===== src/mandel_pkg.sv =====
package mandel_pkg;

	// Signed 4.23 fixed point
	typedef logic signed [26:0] fixed_t;

	// Packed as rrr_ggg_bb
	typedef logic [7:0] color_t;

	// Wide enough for 640 by 480
	localparam int MAX_ADDR_W = 19;

	// One frame buffer write
	typedef struct packed {
		logic                  we;
		logic [MAX_ADDR_W-1:0] addr;
		color_t                color;
	} pixel_write_t;

	// Point c of the recurrence
	typedef struct packed {
		fixed_t c_r;
		fixed_t c_i;
	} coord_t;

	// Video port, sync levels active low
	typedef struct packed {
		logic       hsync;
		logic       vsync;
		logic       blank_n;
		logic [7:0] red;
		logic [7:0] green;
		logic [7:0] blue;
	} vga_out_t;

	typedef enum logic [1:0] {
		ITER_IDLE,
		ITER_CALC,
		ITER_DONE
	} iter_state_t;

	typedef enum logic {
		WALK_CALC,
		WALK_DONE
	} walk_state_t;

	// Shared by line and frame machines
	typedef enum logic [1:0] {
		SCAN_ACTIVE,
		SCAN_FRONT,
		SCAN_PULSE,
		SCAN_BACK
	} scan_state_t;

	// Threshold palette, first band reached wins
	function automatic color_t palette(input int unsigned count, input int unsigned limit);
		color_t c;
		if (count >= limit)
			c = 8'b000_000_00;
		else if (count >= (limit >> 1))
			c = 8'b011_001_00;
		else if (count >= (limit >> 2))
			c = 8'b011_001_00;
		else if (count >= (limit >> 3))
			c = 8'b101_010_01;
		else if (count >= (limit >> 4))
			c = 8'b011_001_01;
		else if (count >= (limit >> 5))
			c = 8'b001_001_01;
		else if (count >= (limit >> 6))
			c = 8'b011_010_10;
		else
			// Last bands all share one colour
			c = 8'b010_100_10;
		return c;
	endfunction

endpackage


===== src/vga_timing.sv =====
`timescale 1ns/1ns

module vga_timing import mandel_pkg::*; #(
	parameter int H_ACTIVE = 640,
	parameter int H_FRONT = 16,
	parameter int H_PULSE = 96,
	parameter int H_BACK = 48,
	parameter int V_ACTIVE = 480,
	parameter int V_FRONT = 10,
	parameter int V_PULSE = 2,
	parameter int V_BACK = 33,
	parameter int ADDR_W = 19
) (
	input  logic              clk,
	input  logic              reset,
	output logic [ADDR_W-1:0] rd_addr,
	input  color_t            rd_data,
	output vga_out_t          video
);

	localparam int H_TOTAL = H_ACTIVE + H_FRONT + H_PULSE + H_BACK;
	localparam int V_TOTAL = V_ACTIVE + V_FRONT + V_PULSE + V_BACK;
	localparam int H_W = $clog2(H_TOTAL + 1);
	localparam int V_W = $clog2(V_TOTAL + 1);

	scan_state_t h_state, v_state;
	logic [H_W-1:0] h_cnt, h_len;
	logic [V_W-1:0] v_cnt, v_len;
	logic h_last, v_last, line_end;
	logic active, active_d, hsync_d, vsync_d;

	function automatic scan_state_t next_phase(input scan_state_t s);
		case (s)
			SCAN_ACTIVE: return SCAN_FRONT;
			SCAN_FRONT:  return SCAN_PULSE;
			SCAN_PULSE:  return SCAN_BACK;
			default:     return SCAN_ACTIVE;
		endcase
	endfunction

	////////////////////////////////////////
	// Horizontal, in pixels
	////////////////////////////////////////
	always_comb begin
		case (h_state)
			SCAN_ACTIVE: h_len = H_W'(H_ACTIVE);
			SCAN_FRONT:  h_len = H_W'(H_FRONT);
			SCAN_PULSE:  h_len = H_W'(H_PULSE);
			default:     h_len = H_W'(H_BACK);
		endcase
	end

	assign h_last = (h_cnt == h_len - 1'b1);
	// Last pixel of the back porch
	assign line_end = (h_state == SCAN_BACK) && h_last;

	always_ff @(posedge clk) begin
		if (reset) begin
			h_state <= SCAN_ACTIVE;
			h_cnt <= '0;
		end else if (h_last) begin
			h_state <= next_phase(h_state);
			h_cnt <= '0;
		end else begin
			h_cnt <= h_cnt + 1'b1;
		end
	end

	////////////////////////////////////////
	// Vertical, in lines
	////////////////////////////////////////
	always_comb begin
		case (v_state)
			SCAN_ACTIVE: v_len = V_W'(V_ACTIVE);
			SCAN_FRONT:  v_len = V_W'(V_FRONT);
			SCAN_PULSE:  v_len = V_W'(V_PULSE);
			default:     v_len = V_W'(V_BACK);
		endcase
	end

	assign v_last = (v_cnt == v_len - 1'b1);

	// Steps only on the line-end pulse
	always_ff @(posedge clk) begin
		if (reset) begin
			v_state <= SCAN_ACTIVE;
			v_cnt <= '0;
		end else if (line_end) begin
			if (v_last) begin
				v_state <= next_phase(v_state);
				v_cnt <= '0;
			end else begin
				v_cnt <= v_cnt + 1'b1;
			end
		end
	end

	////////////////////////////////////////
	// Read address and colour out
	////////////////////////////////////////
	assign active = (h_state == SCAN_ACTIVE) && (v_state == SCAN_ACTIVE);
	// In active video the counters are x and y
	assign rd_addr = active ? ADDR_W'(v_cnt) * ADDR_W'(H_ACTIVE) + ADDR_W'(h_cnt) : '0;

	// Stage 1 waits on the buffer, stage 2 drives the port
	always_ff @(posedge clk) begin
		if (reset) begin
			active_d <= 1'b0;
			hsync_d <= 1'b1;
			vsync_d <= 1'b1;
			video <= '{hsync: 1'b1, vsync: 1'b1, blank_n: 1'b0, default: '0};
		end else begin
			active_d <= active;
			hsync_d <= (h_state != SCAN_PULSE);
			vsync_d <= (v_state != SCAN_PULSE);
			video.hsync <= hsync_d;
			video.vsync <= vsync_d;
			video.blank_n <= active_d;
			// Fields to the top of each byte
			video.red <= active_d ? {rd_data[7:5], 5'd0} : 8'd0;
			video.green <= active_d ? {rd_data[4:2], 5'd0} : 8'd0;
			video.blue <= active_d ? {rd_data[1:0], 6'd0} : 8'd0;
		end
	end

	assert property (@(posedge clk) disable iff (reset)
		video.blank_n |-> video.hsync && video.vsync);
	// hsync pulse width on the port
	assert property (@(posedge clk) disable iff (reset)
		$fell(video.hsync) |-> (!video.hsync) [*H_PULSE] ##1 video.hsync);

endmodule


===== config.mk =====
export PLATFORM = sky130hd
export DESIGN_NAME = vga_timing
export DESIGN_NICKNAME = d
export VERILOG_FILES = /design/src/mandel_pkg.sv /design/src/vga_timing.sv
export SDC_FILE = /design/constraint.sdc
export NUM_CORES = 1
export LEC_CHECK = 0
export BUFFER_PORTS_ARGS = -buffer_cell sky130_fd_sc_hd__buf_2
export CAP_MARGIN = 20
export CORE_MARGIN = 1
export CORE_UTILIZATION = 45
export CTS_CLUSTER_SIZE = 28
export DETAILED_ROUTE_END_ITERATION = 8
export HOLD_SLACK_MARGIN = 0.1
export PLACE_DENSITY = 0.72
export SETUP_SLACK_MARGIN = 0.02
export SLEW_MARGIN = 20
export SYNTH_ARGS = -nofsm -noshare
export SYNTH_HDL_FRONTEND = slang
export SYNTH_SLANG_ARGS = --single-unit

===== constraint.sdc =====
create_clock -name clk -period 4.48 [get_ports clk]
set_clock_uncertainty 0.05 [all_clocks]
set_input_delay 1.12 -clock clk [delete_from_list [all_inputs] [get_ports clk]]
set_output_delay 1.12 -clock clk [all_outputs]
set_load 0.01 [all_outputs]

==> flow_summary_export.csv <==
group,metric,value,unit
cells_and_area,drive_gt1_share,15.7,%
global_routing,grt_pass1_wl,9.00,mm
timing,drv_slew,0,
setup_path,required,3.31,ns
power,swShare,24.3,%
setup_path,crit_type,"register to output pin",
yosys,synth-main-ff-cell,"dfxtp_1",
yosys,netlist_instances,321,
worst_hold_path,holdCritPathClass,"register to register",
power,p_leak,0.00143,uW
setup_path,cp-end-kind,"output pin",
timing,setup_viol,0,
placement,place_ws,0.493,ns
global_routing,grt_overflow,0,
power,irDropWorstVdd,0.227,mV
floorplan,die_area,0.00621,mm2
cts,cts_tree,"built",
detailed_routing,wl_met1,2.61,mm
detailed_routing,top_layer,"met4",
setup_path,cp.arrival,3.06,ns
power,p_clk_share,38.5,%
detailed_routing,dr.pass1.iters,4,
detailed_routing,viasPerCell,5.26,
detailed_routing,drc,0,
yosys,synth_warnings,0,
yosys,synth_area,0.00266,mm2
cts,clkSinkCount,38,
global_routing,grt_max_degree,22,
timing,whs,0.366,ns
timing,fin_crit_sh,94.3,%
job,maxCapViolations,0,
cells_and_area,syn2layout_area_growth,9.99,%
cts,clkTransAtPathRegs,0.08,ns
power,fin_total_pwr,614,uW
yosys,netlist-cell-type-count,46,
power,power_density,210,mW/mm2
yosys,synth_area_leaders,"dfxtp_1 (29%), ha_1 (15%), nor2_1 (6.6%), buf_4 (4.8%), and3_1 (4.2%)",
timing,post-route-min-period,4.23,ns
placement,place.gp.congestion,0.789,
power,power.internal,465,uW
detailed_routing,wirelength,5.27,mm
yosys,synth-seq-cells,38,
timing,final-hold-violation-count,0,
timing,slew_headroom,44.1,%
yosys,yosysTopAreaCellShare,28.6,%
detailed_routing,wl_met2,2.36,mm
setup_path,cp_max_fo,7,
setup_path,critPathLaunchType,"register",
timing,tightest_slew,0.838,ns
detailed_routing,drtIter0Drc,76,
timing,setup_tns,0,ns
yosys,synth_edf_count,0,
placement,port_buffers,39,
cts,insertion_delay,0.29,ns
detailed_routing,wl_met3,206,um
floorplan,die_w,78.8,um
cells_and_area,nets,398,
yosys,avgSynthCellArea,8.28,um2
yosys,ys_seq_area_share,28.6,%
cells_and_area,antennaDiodeCount,0,
floorplan,design.core.area,0.00561,mm2
detailed_routing,vias,2252,
floorplan,rows,27,
timing,rsz0062_at_grt,"false",
power,netSwitchingPower,150,uW
cells_and_area,nFillCells,563,
detailed_routing,avgRoutedWirePerCell,12.3,um
cts,cts_buffers,5,
status,status,"finished, final reports clean",
timing,worst_slack,0.255,ns
floorplan,start_util,47.4,%
yosys,yosysTopAreaCell,"dfxtp_1",
placement,place_hpwl,3.93,mm
cts,cts-htree-levels,2,
cts,postCtsHoldBufs,0,
global_routing,antenna_found_initial,0,
cts,clockBufferDepth,2,
cts,root_buffer,"clkbuf_8",
detailed_routing,antenna_left,0,
floorplan,ioPinCount,56,
floorplan,fp.dieH,78.8,um
timing,fmax,0.237,GHz
power,pwr-share-seq,56.4,%
global_routing,grt_use_total,18.1,%
power,combPwrFrac,5.1,%
yosys,synthArstFlopShare,0,%
cells_and_area,fin_util,52.1,%
global_routing,grt_pass1_vias,2087,
## timing repair
item / CTS / global route
buffers inserted: 0 / 0
gates resized for setup: 0 / 1
setup endpoints to repair: 0 / 2
## layout by cell type (no fill, tap or decap), drive strengths merged, types with 4 or more instances in the layout
master	instances
nand3b	6
clkbuf	5
a211oi	4
and3	18
a21oi	21
ha	31
o21ai	12
nor2	48
a21o	4
conb	16
and2	10
buf	39
nand2b	5
nand4	5
nand2	11
dfxtp	38
inv	8
nor2b	6
xnor2	11
nand3	11
xor2	12
## cells by family after synthesis
kind of cell | count (synthesis) | synth area share [%]
AND/OR/NAND/NOR | 136 | 26.8
buffers and inverters | 35 | 7.44
multiplexers | 2 | 0.754
flip-flops | 38 | 28.6
other | 1 | 0.141
AO/OA/AOI/OAI | 53 | 12.5
adder cells (fa/ha/maj) | 33 | 16.1
XOR/XNOR | 23 | 7.58
## worst max-delay path: stages, from the launching register on
cell	delay, ns
dfxtp_1	0.44
ha_1	0.27
ha_1	0.24
fa_1	0.42
xor2_1	0.19
nand3_1	0.14
nor4_1	0.37
nand4_1	0.17
and2_1	0.20
o21ba_2	0.20
buf_2	0.13
## power groups by stage
stage	combinational [uW]	clock, uW	sequential [uW]
after floorplan	29.2	0	356
after global placement	30.8	0	354
after detailed placement	31.2	0	354
after CTS	31.5	247	346
after global routing	35.2	257	347
final	31.3	237	346
## flip-flops by register name (all words and copies together), names as in the netlist
name,flops
vsync_d,1
video,11
h_cnt,10
active_d,1
hsync_d,1
v_cnt,10
v_state,2
h_state,2
## metal layers
metal	track usage [%]	vias to the layer above
met4	8.55	0
met3	4.14	7
met2	29.5	61
met1	22.5	1032
li1	-	1152
met5	0	-
## Yosys cell counts (2+ instances only)
library cell and n:
a211oi_1 3, a21o_1 4, a21oi_1 21, a31oi_1 2, and2_1 9, and3_1 18
and4_1 2, buf_2 2, buf_4 17, clkbuf_1 8, dfxtp_1 38, fa_1 2
ha_1 31, inv_1 8, mux2i_1 2, nand2_1 11, nand2b_1 5, nand3_1 11
nand3b_1 6, nand4_1 5, nor2_1 47, nor2b_1 6, nor3_1 3, nor3b_1 2
nor4_1 2, o211ai_1 2, o21ai_0 11, or2_2 3, or4_1 2, xnor2_1 11
xor2_1 12
## path summary, 6_finish.rpt
check	cells after the start	start	end	slack (ns)
setup / recovery	10	v_cnt[3]	rd_addr[17]	0.25
hold / removal	1	vsync_d	video[25]	0.37
setup reg to reg	8	v_state[0]	v_state[0]	1.42
hold reg to reg	1	vsync_d	video[25]	0.37
## metrics by stage
step,cell area (um2),std cells
after floorplan,2710,336
after global placement,2830,420
after detailed placement,2830,420
after CTS,2920,428
after global routing,2920,428
final,2920,428
## layout make-up
| type | count | area [um2] | share of cell area [%] |
|---|---|---|---|
| well taps | 72 | 90.1 | 3.08 |
| flip-flops and latches | 38 | 762 | 26.1 |
| multi-input cells | 263 | 1750 | 60.0 |
| repair buffers | 39 | 195 | 6.68 |
| clock inverters | 3 | 21.3 | 0.728 |
| inverters | 8 | 30.0 | 1.03 |
| clock buffers | 5 | 68.8 | 2.36 |
No activity file was read; power rests on OpenSTA's default activity.
